==> config.mk <==
export PLATFORM = sky130hd
export DESIGN_NAME = cmd_regs
export DESIGN_NICKNAME = d
export VERILOG_FILES = /design/src/logic/source_pkg.sv /design/src/logic/cmd_regs.sv
export SDC_FILE = /design/constraint.sdc
export NUM_CORES = 1
export LEC_CHECK = 0
export BUFFER_PORTS_ARGS = -buffer_cell sky130_fd_sc_hd__buf_2
export CAP_MARGIN = 25
export CORE_AREA = 2 2 99 101
export DETAILED_ROUTE_END_ITERATION = 8
export DIE_AREA = 0 0 101 103
export PLACE_DENSITY = 0.77
export SLEW_MARGIN = 15
export SYNTH_ARGS = -nofsm -noshare
export SYNTH_HDL_FRONTEND = slang
export SYNTH_SLANG_ARGS = --single-unit
==> constraint.sdc <==
create_clock -name clk -period 4.92 [get_ports clk]
set_input_delay 0.738 -clock clk [delete_from_list [all_inputs] [get_ports clk]]
set_output_delay 0.738 -clock clk [all_outputs]
set_load 0.02 [all_outputs]
==> src/logic/source_pkg.sv <==
package source_pkg;

  // memory geometry
  localparam int RAM_ADDR_W = 12;
  localparam int RAM_DEPTH  = 4096;
  localparam int BYTE_W     = 8;

  // register port
  localparam int CSR_W      = 32;
  localparam int CSR_ADDR_W = 2;
  localparam int CNT_W      = 16;

  // dump buffer size, also the sequencer credit limit
  localparam int DUMP_FIFO_DEPTH = 4;
  localparam int DUMP_PTR_W      = $clog2(DUMP_FIFO_DEPTH);

  localparam logic [CSR_ADDR_W-1:0] REG_CTRL = 2'd0;
  localparam logic [CSR_ADDR_W-1:0] REG_STAT = 2'd1;
  localparam logic [CSR_ADDR_W-1:0] REG_DMA  = 2'd2;
  localparam logic [CSR_ADDR_W-1:0] REG_DBG  = 2'd3;

  localparam logic [1:0] CMD_READ  = 2'b00;
  localparam logic [1:0] CMD_WRITE = 2'b01;
  localparam logic [1:0] CMD_DUMP  = 2'b10;
  localparam logic [1:0] CMD_RSVD  = 2'b11;

  typedef enum logic [1:0] {
    IDLE      = 2'd0,
    READ_WAIT = 2'd1,
    DUMP      = 2'd2
  } seq_state_e;

  // CTRL register seen as command fields
  typedef struct packed {
    logic                  clear_cnt;  // bit 31, self clearing
    logic [6:0]            rsvd_hi;
    logic [BYTE_W-1:0]     data;
    logic [RAM_ADDR_W-1:0] addr;
    logic                  rsvd_lo;
    logic [1:0]            cmd_type;
    logic                  valid;      // bit 0, cleared on accept
  } ctrl_fields_t;

  typedef union packed {
    logic [CSR_W-1:0] raw;
    ctrl_fields_t     fields;
  } ctrl_word_u;

  typedef struct packed {
    logic                  chipselect;
    logic                  write_n;
    logic [CSR_ADDR_W-1:0] address;
    logic [CSR_W-1:0]      writedata;
  } avs_req_t;

  typedef struct packed {
    logic                  valid;
    logic [1:0]            cmd_type;
    logic [RAM_ADDR_W-1:0] addr;
    logic [BYTE_W-1:0]     data;
  } cmd_t;

  typedef struct packed {
    logic                  wr;
    logic                  rd;
    logic                  dump;  // tag, returned with the data
    logic                  last;  // tag, final dump address
    logic [RAM_ADDR_W-1:0] addr;
    logic [BYTE_W-1:0]     wdata;
  } ram_req_t;

  typedef struct packed {
    logic              valid;
    logic              dump;
    logic              last;
    logic [BYTE_W-1:0] data;
  } ram_rsp_t;

  typedef struct packed {
    logic [BYTE_W-1:0] tdata;
    logic              tvalid;
    logic              tlast;
  } axis_t;

endpackage
==> src/logic/cmd_regs.sv <==
`timescale 1ns/1ps

module cmd_regs (
  input  logic                                clk,
  input  logic                                rst,
  input  source_pkg::avs_req_t                avs,
  output logic [source_pkg::CSR_W-1:0]        readdata,
  output source_pkg::cmd_t                    cmd,
  input  logic                                cmd_accept,
  input  logic [source_pkg::BYTE_W-1:0]       rd_byte,
  input  logic                                rd_byte_load,
  input  logic                                busy,
  input  source_pkg::seq_state_e              seq_state,
  input  logic [source_pkg::RAM_ADDR_W-1:0]   cur_addr,
  input  logic [source_pkg::CNT_W-1:0]        beat_count,
  output logic                                clear_cnt,
  input  logic                                dma_ack,
  output logic                                dma_req
);
  import source_pkg::*;

  ctrl_word_u        ctrl;
  logic [CSR_W-1:0]  dma_ctrl;
  logic [BYTE_W-1:0] stat_byte;  // last byte returned by a read command
  logic              wr_en;
  logic [CSR_W-1:0]  stat_word;
  logic [CSR_W-1:0]  dbg_word;

  assign wr_en = avs.chipselect && !avs.write_n;

  always_ff @(posedge clk or posedge rst) begin
    if (rst) begin
      ctrl.raw <= '0;
    end else if (wr_en && avs.address == REG_CTRL) begin
      ctrl.raw <= avs.writedata;  // software write beats the hw clears
    end else begin
      if (cmd_accept)
        ctrl.fields.valid <= 1'b0;
      if (ctrl.fields.clear_cnt)
        ctrl.fields.clear_cnt <= 1'b0;
    end
  end

  always_ff @(posedge clk or posedge rst) begin
    if (rst) begin
      dma_ctrl <= '0;
    end else if (wr_en && avs.address == REG_DMA) begin
      dma_ctrl <= avs.writedata;
    end else if (dma_ack) begin
      dma_ctrl[0] <= 1'b0;
    end
  end

  always_ff @(posedge clk or posedge rst) begin
    if (rst)
      stat_byte <= '0;
    else if (rd_byte_load)
      stat_byte <= rd_byte;
  end

  // command view of CTRL
  assign cmd.valid    = ctrl.fields.valid;
  assign cmd.cmd_type = ctrl.fields.cmd_type;
  assign cmd.addr     = ctrl.fields.addr;
  assign cmd.data     = ctrl.fields.data;

  assign clear_cnt = ctrl.fields.clear_cnt;  // counter held at zero this cycle
  assign dma_req   = dma_ctrl[0];

  assign stat_word = {16'h0000, stat_byte, 7'h00, busy};
  assign dbg_word  = {2'b00, seq_state, cur_addr, beat_count};

  always_comb begin
    case (avs.address)
      REG_CTRL: readdata = ctrl.raw;
      REG_STAT: readdata = stat_word;
      REG_DMA:  readdata = dma_ctrl;
      REG_DBG:  readdata = dbg_word;
      default:  readdata = '0;
    endcase
  end

endmodule

==> run summary <==
status -> completed
sequential-to-total area share from yosys stat -> 48.9%
register area -> 1800 um2
Post-DP HPWL -> 5430 um
Initial Util -> 38.9%
first-pass GRT wire length -> 12100 um
# port buffers -> 136
Commonest cells post-synth -> 72 x dfrtp_1, 71 x mux2_2, 26 x buf_4
worst endpoint required time -> 4180 ps
fraction of layout cells with a size suffix above 1 -> 71.5%
latest clock arrival within the worst-skew pair -> 340 ps
Rel. slew slack -> 30.7%
H-tree Lvls -> 3
Peak supply drop -> 158 uV
Tmin final -> 3240 ps
drt first pass iters -> 4
P&R area growth vs syn -> 20.9%
Avg Cell Area, Syn -> 15.0 um2
count of final hold-check violations -> 0
Pleak -> 0.00215 uW
Worst Skew -> 0 ps
max frequency -> 309 MHz
largest area contributor in the netlist -> dfrtp_1
Yosys reg bits -> 72
CTS tree -> done
CP Capture Type -> output port
DR iter-0 viols -> 52
top-level port count -> 137
r2r startpoint -> ctrl[0]
cts repair resizes -> 0
Max Slew Vio Count -> 0
pwr/cell area -> 392 nW/um2
crit share post-route -> 65.8%
async set-or-reset flop fraction in the synthesized netlist -> 100%
Final setup viols -> 0
total negative slack -> 0 ps
DR WL/cell -> 16.7 um
Synth warnings -> 0
die height -> 103 um
Netlist Area Pre-Place -> 3680 um2
Util after Layout -> 47.0%
Yosys top cell area share -> 48.9%
DIE AREA -> 10400 um2
Critical Path Source -> avs[33]
GRT Total Usage -> 15.0%
cell count after synthesis -> 246
Site Rows -> 36
number of diodes -> 0
EDFF count, synth -> 0
CTS root buf -> clkbuf_8
Fin Hold WS -> 493 ps
kind of critical path -> in2out
antenna violations before repair -> 0
max_cap viols -> 0
RSZ-0062 raised after global routing -> no
gpl congestion -> 0.771
Most used DFF post-synth -> dfrtp_1
Critical Path AT -> 2500 ps
Post-layout nets -> 436
Min-Delay Path Class -> in2async
DRC errors left -> 0
final wirelength -> 7920 um
most frequent cell after synthesis -> dfrtp_1
CTS Buf Count -> 9
clk slew on worst S/H paths -> 90 ps
Max Root-Sink Buffers -> 2
largest net degree at the start of global routing -> 41
core area -> 9460 um2
Filler cells -> 869
Worst Max-Slew Pin Slew -> 1040 ps
# hold bufs at CTS -> 0
Netlist cell types -> 18
multi-input logic area -> 1580 um2
vias -> 2407
Syn Nets -> 326
CP max FO -> 35
vias in the first global route -> 2448
total grt overflow -> 0
Die X -> 101 um
Synth area leaders -> dfrtp_1 49%, mux2_2 22%, mux2_4 7.7%
Post-CTS Setup Bufs -> 0
Routed Antenna Nets -> 0
nature of the critical path startpoint -> input port
detail-routed via count per cell -> 5.07
Clock Sinks -> 72
## final timing paths
path	slack [ps]	cells after the start	endpoint
worst max-delay path	1680	4	readdata[25]
max in group asynchronous	3420	3	stat_byte[7]
worst min-delay path	490	2	stat_byte[6]
min in group clk	510	1	dma_ctrl[11]
worst min register to register	510	1	dma_ctrl[11]
worst max register to register	4010	2	ctrl[0]
## flip-flops by register name (all words and copies together), names as in the netlist
name       cells
ctrl          32
dma_ctrl      32
stat_byte      8
## layout make-up
cell class | count | share of cell area, %
clock buffers | 12 | 3.49
repair buffers | 140 | 16.0
well taps | 114 | 3.21
multi-input cells | 132 | 35.6
inverters | 1 | 0.0844
flip-flops and latches | 72 | 40.5
clock inverters | 4 | 1.18
## cells by family (layout without fill, tap and decap cells)
| family | count (synthesis) | count (layout) | synth area share (%) |
|---|---|---|---|
| AND/OR/NAND/NOR | 8 | 8 | 1.80 |
| flip-flops | 72 | 72 | 48.9 |
| multiplexers | 103 | 103 | 36.1 |
| AO/OA/AOI/OAI | 21 | 21 | 5.00 |
| buffers and inverters | 42 | 157 | 8.12 |
## metrics by stage
stage	instances	cell area (um2)	power (uW)	setup WS, ps
global route	475	4450	1840	1580
global placement	459	4240	1260	1730
floorplan	246	3680	1180	2360
CTS	475	4450	1770	1660
finish	475	4450	1740	1680
detailed placement	459	4240	1280	1670
## layer usage
| metal | vias up | global-route usage, % | part of all wire [%] |
|---|---|---|---|
| li1 | 1100 | - | - |
| met1 | 1222 | 19.6 | 46 |
| met2 | 74 | 25.3 | 48 |
| met3 | 11 | 2.71 | 4.5 |
| met4 | 0 | 5.30 | 1.3 |
| met5 | - | 0 | 0 |
## critical path: stages
cell and delay, ps:
buf_2 370, nor2_2 920, a22o_1 290, buf_2 170
## power breakdown
group / switching (uW) / internal [uW]
sequential: 72.6 / 709
clock: 223 / 262
combinational: 226 / 251
total: 522 / 1220
## layout by cell type (no fill, tap or decap)
cell,Yosys,routed
nor2b_1,2,2
nor4b_4,1,1
mux2_1,2,2
clkbuf_8,0,11
clkbuf_1,5,1
nor2_2,0,1
mux4_2,9,9
and2_1,1,1
inv_2,0,1
buf_4,26,4
mux2_4,19,19
and4bb_2,0,1
clkinvlp_4,0,3
nor2_1,3,2
mux2_2,71,71
bufinv_16,0,1
a22o_1,21,21
dfrtp_1,72,72
mux2i_1,2,2
buf_2,4,136
Power figures use the tool's default switching activity.
