$ cat config.mk
export PLATFORM = sky130hd
export DESIGN_NAME = dump_streamer
export DESIGN_NICKNAME = d
export VERILOG_FILES = /design/src/logic/source_pkg.sv /design/src/logic/dump_streamer.sv
export SDC_FILE = /design/constraint.sdc
export NUM_CORES = 1
export LEC_CHECK = 0
export ABC_AREA = 0
export BUFFER_PORTS_ARGS = -buffer_cell sky130_fd_sc_hd__buf_2
export CAP_MARGIN = 20
export CORE_MARGIN = 4
export CORE_UTILIZATION = 50
export CTS_BUF_LIST = sky130_fd_sc_hd__clkbuf_16
export CTS_CLUSTER_DIAMETER = 80
export CTS_CLUSTER_SIZE = 16
export DETAILED_ROUTE_END_ITERATION = 12
export PLACE_DENSITY = 0.81
export SYNTH_ARGS = -nofsm -noshare
export SYNTH_HDL_FRONTEND = slang
export SYNTH_SLANG_ARGS = --single-unit
$ cat constraint.sdc
create_clock -name clk -period 2 [get_ports clk]
set_clock_uncertainty 0.1 [all_clocks]
set_input_delay 0.4 -clock clk [delete_from_list [all_inputs] [get_ports clk]]
set_output_delay 0.4 -clock clk [all_outputs]
set_load 0.01 [all_outputs]
$ cat src/logic/source_pkg.sv
package source_pkg;

  // memory geometry
  localparam int RAM_ADDR_W = 12;
  localparam int RAM_DEPTH  = 4096;
  localparam int BYTE_W     = 8;

  // register port
  localparam int CSR_W      = 32;
  localparam int CSR_ADDR_W = 2;
  localparam int CNT_W      = 16;

  // dump buffer size, also the sequencer credit limit
  localparam int DUMP_FIFO_DEPTH = 4;
  localparam int DUMP_PTR_W      = $clog2(DUMP_FIFO_DEPTH);

  localparam logic [CSR_ADDR_W-1:0] REG_CTRL = 2'd0;
  localparam logic [CSR_ADDR_W-1:0] REG_STAT = 2'd1;
  localparam logic [CSR_ADDR_W-1:0] REG_DMA  = 2'd2;
  localparam logic [CSR_ADDR_W-1:0] REG_DBG  = 2'd3;

  localparam logic [1:0] CMD_READ  = 2'b00;
  localparam logic [1:0] CMD_WRITE = 2'b01;
  localparam logic [1:0] CMD_DUMP  = 2'b10;
  localparam logic [1:0] CMD_RSVD  = 2'b11;

  typedef enum logic [1:0] {
    IDLE      = 2'd0,
    READ_WAIT = 2'd1,
    DUMP      = 2'd2
  } seq_state_e;

  // CTRL register seen as command fields
  typedef struct packed {
    logic                  clear_cnt;  // bit 31, self clearing
    logic [6:0]            rsvd_hi;
    logic [BYTE_W-1:0]     data;
    logic [RAM_ADDR_W-1:0] addr;
    logic                  rsvd_lo;
    logic [1:0]            cmd_type;
    logic                  valid;      // bit 0, cleared on accept
  } ctrl_fields_t;

  typedef union packed {
    logic [CSR_W-1:0] raw;
    ctrl_fields_t     fields;
  } ctrl_word_u;

  typedef struct packed {
    logic                  chipselect;
    logic                  write_n;
    logic [CSR_ADDR_W-1:0] address;
    logic [CSR_W-1:0]      writedata;
  } avs_req_t;

  typedef struct packed {
    logic                  valid;
    logic [1:0]            cmd_type;
    logic [RAM_ADDR_W-1:0] addr;
    logic [BYTE_W-1:0]     data;
  } cmd_t;

  typedef struct packed {
    logic                  wr;
    logic                  rd;
    logic                  dump;  // tag, returned with the data
    logic                  last;  // tag, final dump address
    logic [RAM_ADDR_W-1:0] addr;
    logic [BYTE_W-1:0]     wdata;
  } ram_req_t;

  typedef struct packed {
    logic              valid;
    logic              dump;
    logic              last;
    logic [BYTE_W-1:0] data;
  } ram_rsp_t;

  typedef struct packed {
    logic [BYTE_W-1:0] tdata;
    logic              tvalid;
    logic              tlast;
  } axis_t;

endpackage
$ cat src/logic/dump_streamer.sv
`timescale 1ns/1ps

module dump_streamer (
  input  logic                          clk,
  input  logic                          rst,
  input  source_pkg::ram_rsp_t          ram_rsp,
  output source_pkg::axis_t             axis,
  input  logic                          tready,
  output logic                          beat_taken,
  input  logic                          clear_cnt,
  output logic [source_pkg::CNT_W-1:0]  beat_count
);
  import source_pkg::*;

  logic [BYTE_W-1:0]     buf_data [DUMP_FIFO_DEPTH];
  logic                  buf_last [DUMP_FIFO_DEPTH];
  logic [DUMP_PTR_W-1:0] wr_ptr;
  logic [DUMP_PTR_W-1:0] rd_ptr;
  logic [DUMP_PTR_W:0]   count;
  logic                  push;
  logic                  out_valid;

  // only dump reads enter the buffer, credits keep it from overflowing
  assign push       = ram_rsp.valid && ram_rsp.dump;
  assign out_valid  = (count != '0);
  assign beat_taken = out_valid && tready;

  always_ff @(posedge clk) begin
    if (push) begin
      buf_data[wr_ptr] <= ram_rsp.data;
      buf_last[wr_ptr] <= ram_rsp.last;
    end
  end

  always_ff @(posedge clk or posedge rst) begin
    if (rst) begin
      wr_ptr <= '0;
      rd_ptr <= '0;
      count  <= '0;
    end else begin
      if (push)
        wr_ptr <= wr_ptr + 1'b1;
      if (beat_taken)
        rd_ptr <= rd_ptr + 1'b1;
      if (push && !beat_taken)
        count <= count + 1'b1;
      else if (!push && beat_taken)
        count <= count - 1'b1;
    end
  end

  // head entry stays put until taken
  always_comb begin
    axis.tdata  = buf_data[rd_ptr];
    axis.tvalid = out_valid;
    axis.tlast  = out_valid && buf_last[rd_ptr];
  end

  always_ff @(posedge clk or posedge rst) begin
    if (rst)
      beat_count <= '0;
    else if (clear_cnt)
      beat_count <= '0;
    else if (beat_taken)
      beat_count <= beat_count + 1'b1;  // wraps past 65535
  end

endmodule

==> flow_summary.yaml <==
status:
  violations: "setup timing"
  status: "finished, violations left"
placement:
  dp_hpwl_um: 3115
  portBuffers: 41
  place_congestion: 0.7372
  dpl.cell_count: 277
  dp_slack_ns: 0.07641
grt:
  antenna_found_initial: 0
  grt_max_degree: 21
  first_global_vias: 1580
  track_usage_pct: 17.52
  grt_pass1_wl_um: 8031
  grt_overflow: 0
critical_path:
  crit_path_start: "rd_ptr[0]"
  cp_data_required_time_ns: 1.50
  cp_max_fo: 5
  r2r_slack_ns: 0.06
  endpoint_kind: "output pin"
  path_cells: "buf_6 -> mux4_2 -> buf_6"
  reg2regPathDepth: 7
  critical_path_class: "reg -> out"
  cp-start-kind: "flop"
  crit_end: "axis[2]"
  reg2reg_to: "count[2]"
  slowest_delay_ns: 0.52
  rr_startpoint: "count[2]"
  cp_slowest_cell: "mux4_2"
  cpMostUsedCell: "buf_6"
  cp.arrival_ns: 1.54
final_layout:
  nFillCells: 334
  syn2layout_area_growth_pct: 29.93
  fin_nets: 253
  utilization_pct: 68.57
  final_cells: 303
  antennaDiodeCount: 0
  drive_above_1_share_pct: 40.25
timing:
  worst_slew_pin_slew_ns: 0.5003
  setup_tns_ns: -0.1886
  slew_viol_final: 0
  max_freq_mhz: 489.2
  timing.final.ws_setup_ns: -0.04401
  fin_crit_sh_pct: 102.2
  hold_viol: 0
  finalSetupViolations: 9
  rsz0062_at_grt: "true"
  slew_headroom_pct: 66.64
  min_period_ns: 2.044
route:
  drt_iter0_drc: 47
  ant_nets: 0
  via_per_inst: 5.089
  drt_first_pass_iters: 4
  routed_wl_um: 4842
  drc: 0
  wire_per_inst_um: 15.98
  routed-via-count: 1542
floorplan:
  core_region_area_um2: 4848
  die_w_um: 79.54
  die_area_um2: 6326
  start_util_pct: 52.77
  io_pins: 42
  fp.dieH_um: 79.54
  rows: 25
clock_tree:
  cts_sinks: 59
  ctsLongestPathBuffers: 2
  clock-root-buffer: "clkbuf_16"
  cts_tree: "built"
  cts_buffers: 9
  clkTransAtPathRegs_ns: 0.05
  clk_latency_ns: 0.32
  htree_levels: 3
synth:
  synth_top_area_cell: "edfxtp_1"
  syn_nets: 191
  syn_area_um2: 2559
  synthesis.instances: 169
  synth_area_leaders: "edfxtp_1, dfrtp_1, mux4_2, ha_1, xnor2_1"
  ys_seq_elements: 59
  avgSynthCellArea_um2: 15.14
  async_flop_share_pct: 38.98
  ys_top_cells_by_count: "edfxtp_1, dfrtp_1, nor2_1"
  synth_top_area_share_pct: 42.25
  synth-main-ff-cell: "edfxtp_1"
  yosysMostFrequentCell: "edfxtp_1"
  ys_seq_area_share_pct: 64.74
  synth_warnings: 0
  ys_types: 32
  synth_edf_count: 36
power:
  p_leak_nw: 1.408
  cellPowerDensity_nw_per_um2: 1347
  ir_worst_vdd_mv: 0.8362
min_path:
  hp-class: "in -> reg"
run:
  maxCapViolations: 0
[worst min-delay path by stage]
stage | slack (ns) | end | cells after the start | from
final | 0.20 | buf_data[2][3] | 1 | ram_rsp[3]
after global routing | 0.19 | buf_data[3][7] | 1 | ram_rsp[7]
after CTS | 0.19 | buf_data[2][3] | 1 | ram_rsp[3]
after detailed placement | 0.28 | beat_count[13] | 2 | rst
after global placement | 0.27 | beat_count[13] | 2 | rst
after floorplan | 0.30 | beat_count[0] | 1 | rst
[stage by stage]
| stage | hold WS, ns | cell area [um2] | total power [mW] |
|---|---|---|---|
| 2_1_floorplan | 0.3019 | 2565 | 2.224 |
| 3_3_place_gp | 0.2732 | 2870 | 2.523 |
| 3_5_place_dp | 0.2766 | 2870 | 2.547 |
| 4_1_cts | 0.1943 | 3297 | 4.448 |
| 5_1_grt | 0.1949 | 3324 | 4.684 |
| 6_report | 0.2027 | 3324 | 4.478 |
[layout by cell type, fill, tap and decap left out, types with 3 or more instances in the layout]
cell,count
clkbuf_16,9
and3_1,6
buf_4,13
or3_1,3
dfrtp_1,20
bufinv_16,3
inv_1,7
xor2_1,6
ha_1,5
o21ai_0,5
mux4_2,9
a21oi_1,6
nor2b_1,3
edfxtp_1,36
xnor2_1,7
buf_6,6
dfrtp_2,3
nand3_1,4
nor2_1,12
nand2_1,9
buf_2,37
nand4_1,3
[flip-flops by register name, summed over array words and instances (netlist names)]
register,flops
count,3
wr_ptr,2
rd_ptr,2
buf_last,4
beat_count,16
buf_data,32
[area by class of cell]
type / instances / area (um2) / area share (%)
clock buffers: 9 / 225.2 / 6.775
clock inverters: 7 / 108.9 / 3.274
inverters: 7 / 26.28 / 0.7904
multi-input cells: 97 / 859.6 / 25.86
flip-flops and latches: 59 / 1660 / 49.94
well taps: 67 / 83.83 / 2.522
repair buffers: 57 / 360.3 / 10.84
[kinds of logic after synthesis]
logic type                 Yosys count  synth area share [%]
buffers and inverters               13                 2.152
DFF                                 59                 64.74
xor gates and xnor gates            13                 4.450
and+or+nand+nor                     51                 11.93
AOI/OAI and AO/OA                   13                 3.325
muxes                               13                 9.682
adders and majority gates            7                 3.716
[per-layer routing]
| layer | routed length [um] | track usage (%) |
|---|---|---|
| met5 | 0 | 0 |
| met4 | 120 | 10.82 |
| met3 | 141 | 4.176 |
| met2 | 2486 | 28.71 |
| met1 | 2094 | 20.74 |
[timing repair]
item	in CTS	in global routing
pin swaps	1	2
gates resized for setup	9	2
setup buffers	7	3
hold endpoints to repair	8	0
endpoints found under the setup margin	11	11
hold buffers	1	0
[power breakdown]
part	switching (mW)	leakage [nW]	internal, mW
Combinational	0.517	0.614	0.665
Clock	0.493	0.166	1.20
Sequential	0.132	0.629	1.47
[worst max-delay path: cells and delay by family, from the launching register on]
kind     cells  cell delay, ns
buf+inv      2            0.29
flops        1            0.41
mux          1            0.52
(Power assumes the default switching activity.)
