`config.mk`:
```
export PLATFORM = sky130hd
export DESIGN_NAME = cmd_sequencer
export DESIGN_NICKNAME = d
export VERILOG_FILES = /design/src/logic/source_pkg.sv /design/src/logic/cmd_sequencer.sv
export SDC_FILE = /design/constraint.sdc
export NUM_CORES = 1
export LEC_CHECK = 0
export ABC_AREA = 1
export BUFFER_PORTS_ARGS = -buffer_cell sky130_fd_sc_hd__clkbuf_2
export CELL_PAD_IN_SITES_DETAIL_PLACEMENT = 1
export CELL_PAD_IN_SITES_GLOBAL_PLACEMENT = 2
export CORE_MARGIN = 1
export CORE_UTILIZATION = 25
export CTS_BUF_LIST = sky130_fd_sc_hd__clkbuf_4 sky130_fd_sc_hd__clkbuf_8
export CTS_CLUSTER_SIZE = 12
export DETAILED_ROUTE_END_ITERATION = 16
export PLACE_DENSITY_LB_ADDON = 0.12
export SLEW_MARGIN = 10
export SYNTH_ARGS = -nofsm -noshare
export SYNTH_HDL_FRONTEND = slang
export SYNTH_SLANG_ARGS = --single-unit
```
`constraint.sdc`:
```
create_clock -name clk -period 6 [get_ports clk]
set_input_delay 0.3 -clock clk [delete_from_list [all_inputs] [get_ports clk]]
set_output_delay 0.3 -clock clk [all_outputs]
set_load 0.1 [all_outputs]
```
`src/logic/source_pkg.sv`:
```
package source_pkg;

  // memory geometry
  localparam int RAM_ADDR_W = 12;
  localparam int RAM_DEPTH  = 4096;
  localparam int BYTE_W     = 8;

  // register port
  localparam int CSR_W      = 32;
  localparam int CSR_ADDR_W = 2;
  localparam int CNT_W      = 16;

  // dump buffer size, also the sequencer credit limit
  localparam int DUMP_FIFO_DEPTH = 4;
  localparam int DUMP_PTR_W      = $clog2(DUMP_FIFO_DEPTH);

  localparam logic [CSR_ADDR_W-1:0] REG_CTRL = 2'd0;
  localparam logic [CSR_ADDR_W-1:0] REG_STAT = 2'd1;
  localparam logic [CSR_ADDR_W-1:0] REG_DMA  = 2'd2;
  localparam logic [CSR_ADDR_W-1:0] REG_DBG  = 2'd3;

  localparam logic [1:0] CMD_READ  = 2'b00;
  localparam logic [1:0] CMD_WRITE = 2'b01;
  localparam logic [1:0] CMD_DUMP  = 2'b10;
  localparam logic [1:0] CMD_RSVD  = 2'b11;

  typedef enum logic [1:0] {
    IDLE      = 2'd0,
    READ_WAIT = 2'd1,
    DUMP      = 2'd2
  } seq_state_e;

  // CTRL register seen as command fields
  typedef struct packed {
    logic                  clear_cnt;  // bit 31, self clearing
    logic [6:0]            rsvd_hi;
    logic [BYTE_W-1:0]     data;
    logic [RAM_ADDR_W-1:0] addr;
    logic                  rsvd_lo;
    logic [1:0]            cmd_type;
    logic                  valid;      // bit 0, cleared on accept
  } ctrl_fields_t;

  typedef union packed {
    logic [CSR_W-1:0] raw;
    ctrl_fields_t     fields;
  } ctrl_word_u;

  typedef struct packed {
    logic                  chipselect;
    logic                  write_n;
    logic [CSR_ADDR_W-1:0] address;
    logic [CSR_W-1:0]      writedata;
  } avs_req_t;

  typedef struct packed {
    logic                  valid;
    logic [1:0]            cmd_type;
    logic [RAM_ADDR_W-1:0] addr;
    logic [BYTE_W-1:0]     data;
  } cmd_t;

  typedef struct packed {
    logic                  wr;
    logic                  rd;
    logic                  dump;  // tag, returned with the data
    logic                  last;  // tag, final dump address
    logic [RAM_ADDR_W-1:0] addr;
    logic [BYTE_W-1:0]     wdata;
  } ram_req_t;

  typedef struct packed {
    logic              valid;
    logic              dump;
    logic              last;
    logic [BYTE_W-1:0] data;
  } ram_rsp_t;

  typedef struct packed {
    logic [BYTE_W-1:0] tdata;
    logic              tvalid;
    logic              tlast;
  } axis_t;

endpackage
```
`src/logic/cmd_sequencer.sv`:
```
`timescale 1ns/1ps

module cmd_sequencer (
  input  logic                                clk,
  input  logic                                rst,
  input  source_pkg::cmd_t                    cmd,
  output logic                                cmd_accept,
  output source_pkg::ram_req_t                ram_req,
  input  source_pkg::ram_rsp_t                ram_rsp,
  input  logic                                beat_taken,
  output logic [source_pkg::BYTE_W-1:0]       rd_byte,
  output logic                                rd_byte_load,
  output logic                                busy,
  output source_pkg::seq_state_e              seq_state,
  output logic [source_pkg::RAM_ADDR_W-1:0]   cur_addr
);
  import source_pkg::*;

  seq_state_e            state;
  logic [DUMP_PTR_W:0]   credits;     // free slots in the streamer buffer
  logic                  issue_done;  // last dump address already issued
  logic                  dump_issue;
  logic                  dump_last;
  logic                  dump_done;

  // new commands only once the previous one has fully retired
  assign cmd_accept = (state == IDLE) && !busy && cmd.valid;

  assign dump_issue = (state == DUMP) && !issue_done && (credits != '0);
  assign dump_last  = (cur_addr == RAM_ADDR_W'(RAM_DEPTH - 1));

  // last outstanding beat leaves the streamer
  assign dump_done = issue_done && beat_taken &&
                     (credits == (DUMP_PTR_W + 1)'(DUMP_FIFO_DEPTH - 1));

  assign rd_byte      = ram_rsp.data;
  assign rd_byte_load = (state == READ_WAIT) && ram_rsp.valid && !ram_rsp.dump;
  assign seq_state    = state;

  always_comb begin
    ram_req       = '0;
    ram_req.addr  = cmd.addr;
    ram_req.wdata = cmd.data;
    if (cmd_accept) begin
      ram_req.wr = (cmd.cmd_type == CMD_WRITE);
      ram_req.rd = (cmd.cmd_type == CMD_READ);
    end
    if (dump_issue) begin
      ram_req.rd   = 1'b1;
      ram_req.dump = 1'b1;
      ram_req.last = dump_last;
      ram_req.addr = cur_addr;
    end
  end

  always_ff @(posedge clk or posedge rst) begin
    if (rst) begin
      credits <= (DUMP_PTR_W + 1)'(DUMP_FIFO_DEPTH);
    end else begin
      case ({dump_issue, beat_taken})
        2'b10:   credits <= credits - 1'b1;
        2'b01:   credits <= credits + 1'b1;
        default: credits <= credits;  // both or neither
      endcase
    end
  end

  always_ff @(posedge clk or posedge rst) begin
    if (rst) begin
      state      <= IDLE;
      busy       <= 1'b0;
      cur_addr   <= '0;
      issue_done <= 1'b0;
    end else begin
      case (state)
        IDLE: begin
          if (cmd_accept) begin
            busy     <= 1'b1;
            cur_addr <= cmd.addr;
            case (cmd.cmd_type)
              CMD_READ: state <= READ_WAIT;
              CMD_DUMP: begin
                state      <= DUMP;
                cur_addr   <= '0;
                issue_done <= 1'b0;
              end
              CMD_WRITE, CMD_RSVD: begin
                // write goes out on ram_req this cycle, rsvd is dropped
              end
              default: state <= IDLE;
            endcase
          end else if (busy) begin
            busy <= 1'b0;  // single-cycle commands retire here
          end
        end
        READ_WAIT: begin
          if (rd_byte_load) begin
            busy  <= 1'b0;
            state <= IDLE;
          end
        end
        DUMP: begin
          if (dump_issue) begin
            if (dump_last)
              issue_done <= 1'b1;
            else
              cur_addr <= cur_addr + 1'b1;
          end
          if (dump_done) begin
            busy  <= 1'b0;
            state <= IDLE;
          end
        end
        default: state <= IDLE;
      endcase
    end
  end

endmodule

```
==> results.sh <==
export IMPL_vias=1669
export IMPL_cts_resized=0
export IMPL_dr_first_iter_drc_count=38
export IMPL_fmax_mhz=326
export IMPL_clk_pin_slew_worst_paths_ns=0.08
export IMPL_final_cells=369
export IMPL_cp_arrival_ns=2.77
export IMPL_wl_per_cell_microns=13.4
export IMPL_fin_crit_sh_pct=51.1
export IMPL_yosysTopAreaCell="dfrtp_1"
export IMPL_max_clock_path_buffers=2
export IMPL_grt_pass1_wl_mm=8.37
export IMPL_tightest_slew_ns=0.795
export IMPL_firstDrtPassIters=4
export IMPL_antenna_found_initial=0
export IMPL_cp_max_fo=27
export IMPL_end_kind="output port"
export IMPL_routabilityCongestion=0.717
export IMPL_hold_violations=0
export IMPL_vias_per_cell=4.52
export IMPL_yosys_warnings=0
export IMPL_core_area_sq_mm=0.00639
export IMPL_relSlewSlack_pct=46.9
export IMPL_synth_area_sq_mm=0.00167
export IMPL_drv_slew=0
export IMPL_rows=29
export IMPL_clockRootBuffer="clkbuf_8"
export IMPL_grt_max_degree=28
export IMPL_grt_overflow=0
export IMPL_clock_sinks=19
export IMPL_multi_input_area_sq_um=938
export IMPL_yosysUniqueCellTypes=31
export IMPL_post_cts_setup_buffers=0
export IMPL_synth_seq_cells=19
export IMPL_yosys_top_cells_area="dfrtp_1, nand2_1, buf_4"
export IMPL_drv_cap=0
export IMPL_port_buffers=52
export IMPL_yosys_cell_count_top_type="nand2_1"
export IMPL_ys_top_cells_by_count="nand2_1, o21ai_0, inv_1"
export IMPL_path_class="reg2out"
export IMPL_floorplan_initialDensity_pct=26.1
export IMPL_fp_dieH_microns=83.6
export IMPL_drive_above_1_share_pct=24.0
export IMPL_final_area_sq_mm=0.00191
export IMPL_fp_dieW_microns=83.6
export IMPL_crit_required_ns=5.70
export IMPL_synthArstFlopShare_pct=100
export IMPL_cts_tree="done"
export IMPL_ant_nets=0
export IMPL_placed_cells=365
export IMPL_synth_top_area_share_pct=27.0
export IMPL_synth_edff_count=0
export IMPL_start_kind="flip-flop"
export IMPL_areaGrowthSynthToFinish_pct=14.7
export IMPL_hpwl_mm=3.75
export IMPL_synth_flop_cell="dfrtp_1"
export IMPL_min_path_type="in2async"
export IMPL_h_tree_depth=1
export IMPL_grt_pass1_vias=1672
export IMPL_fin_hold_ws_ns=0.159
export IMPL_syn_instance_count=259
export IMPL_setup_violations=0
export IMPL_num_fill_cells=851
export IMPL_cts_buffers=3
export IMPL_antenna_cells=0
export IMPL_seq_area_frac_synth_pct=28.6
export IMPL_dpl_instance_area_sq_mm=0.00186
export IMPL_syn_avg_cell_area_sq_um=6.43
export IMPL_clock_latency_ns=0.26
export IMPL_grtUsageTotal_pct=15.0
export IMPL_finalNetCount=337
export IMPL_routed_wl_mm=4.94
export IMPL_rsz0062_at_grt="false"
export IMPL_fin_worst_skew_ns=0.00165
export IMPL_cts_hold_buffers=0
export IMPL_fin_tns_setup_ns=0
export IMPL_io_pins=86
export IMPL_seqCellArea_sq_um=477
export IMPL_status="finished clean"
export IMPL_synth_net_count=303
export IMPL_post_route_min_period_ns=3.07
export IMPL_die_area_sq_mm=0.00699
export IMPL_drc_errors=0
==> cell type report <==
class	instances	share of cell area (%)
Inverter	24	4.72
Timing Repair Buffer	52	13.6
Multi-Input combinational cell	193	49.1
Sequential cell	19	25.0
Clock buffer	4	2.55
Tap cell	77	5.04
==> state kept, by name, summed over array words and instances (netlist names) <==
register / count
cur_addr: 12
issue_done: 1
seq_state: 2
busy: 1
credits: 3
==> kinds of logic after synthesis <==
| group | Yosys count | share of synthesized area, % |
|---|---|---|
| adders and majority gates | 7 | 5.71 |
| buffers and inverters | 47 | 15.6 |
| DFF | 19 | 28.6 |
| and+or+nand+nor | 150 | 37.6 |
| muxes | 1 | 0.676 |
| AOI/OAI and AO/OA | 33 | 10.7 |
| xor gates and xnor gates | 2 | 1.05 |
==> per-stage QoR <==
step / utilization (%) / setup slack, ns
floorplan: - / 0.516
global placement: 29.2 / 3.13
detailed placement: 29.2 / 3.10
CTS: 29.9 / 2.85
global route: 29.9 / 2.66
finish: 29.9 / 2.93
==> metal layers <==
metal  wire (microns)  global-route usage [%]  part of all wire [%]
met2             2390                    25.9                    48
met1             2290                    19.0                    46
met3              183                    2.18                   3.7
met4               75                    5.39                   1.5
met5                0                       0                     0
==> placed cells by master, fill, tap and decap left out, drive strengths merged <==
cell type,n
nand2,107
clkbuf,56
o21ai,24
inv,23
nor2,23
dfrtp,18
nand3,16
ha,6
a21oi,5
nand4,2
nor3,2
xor2,1
clkinv,1
a22o,1
a31oi,1
o211ai,1
o31ai,1
xnor2,1
mux2,1
fa,1
dfstp,1
==> critical path: stages, from the launching register on <==
cell      delay, ns
dfrtp_1        0.44
inv_1          0.10
ha_1           0.63
inv_2          0.20
nor2_4         0.15
nand2_4        0.19
inv_1          0.20
nand2_1        0.08
nand2_1        0.06
clkbuf_2       0.45
==> path summary, 6_finish.rpt <==
kind / from / to / slack, ns / cells past startpoint
max in group asynchronous: rst / cur_addr[7] / 5.35 / 2
min in group clk: cmd[19] / cur_addr[11] / 0.35 / 5
setup reg to reg: seq_state[0] / credits[1] / 3.16 / 9
setup / recovery: seq_state[0] / ram_req[9] / 2.93 / 9
hold / removal: rst / credits[1] / 0.16 / 2
hold reg to reg: credits[2] / credits[2] / 0.53 / 2
Power is left out: the tool's default activity adds up to more than one toggle a clock period on the data nets, which glitch-free logic cannot reach.
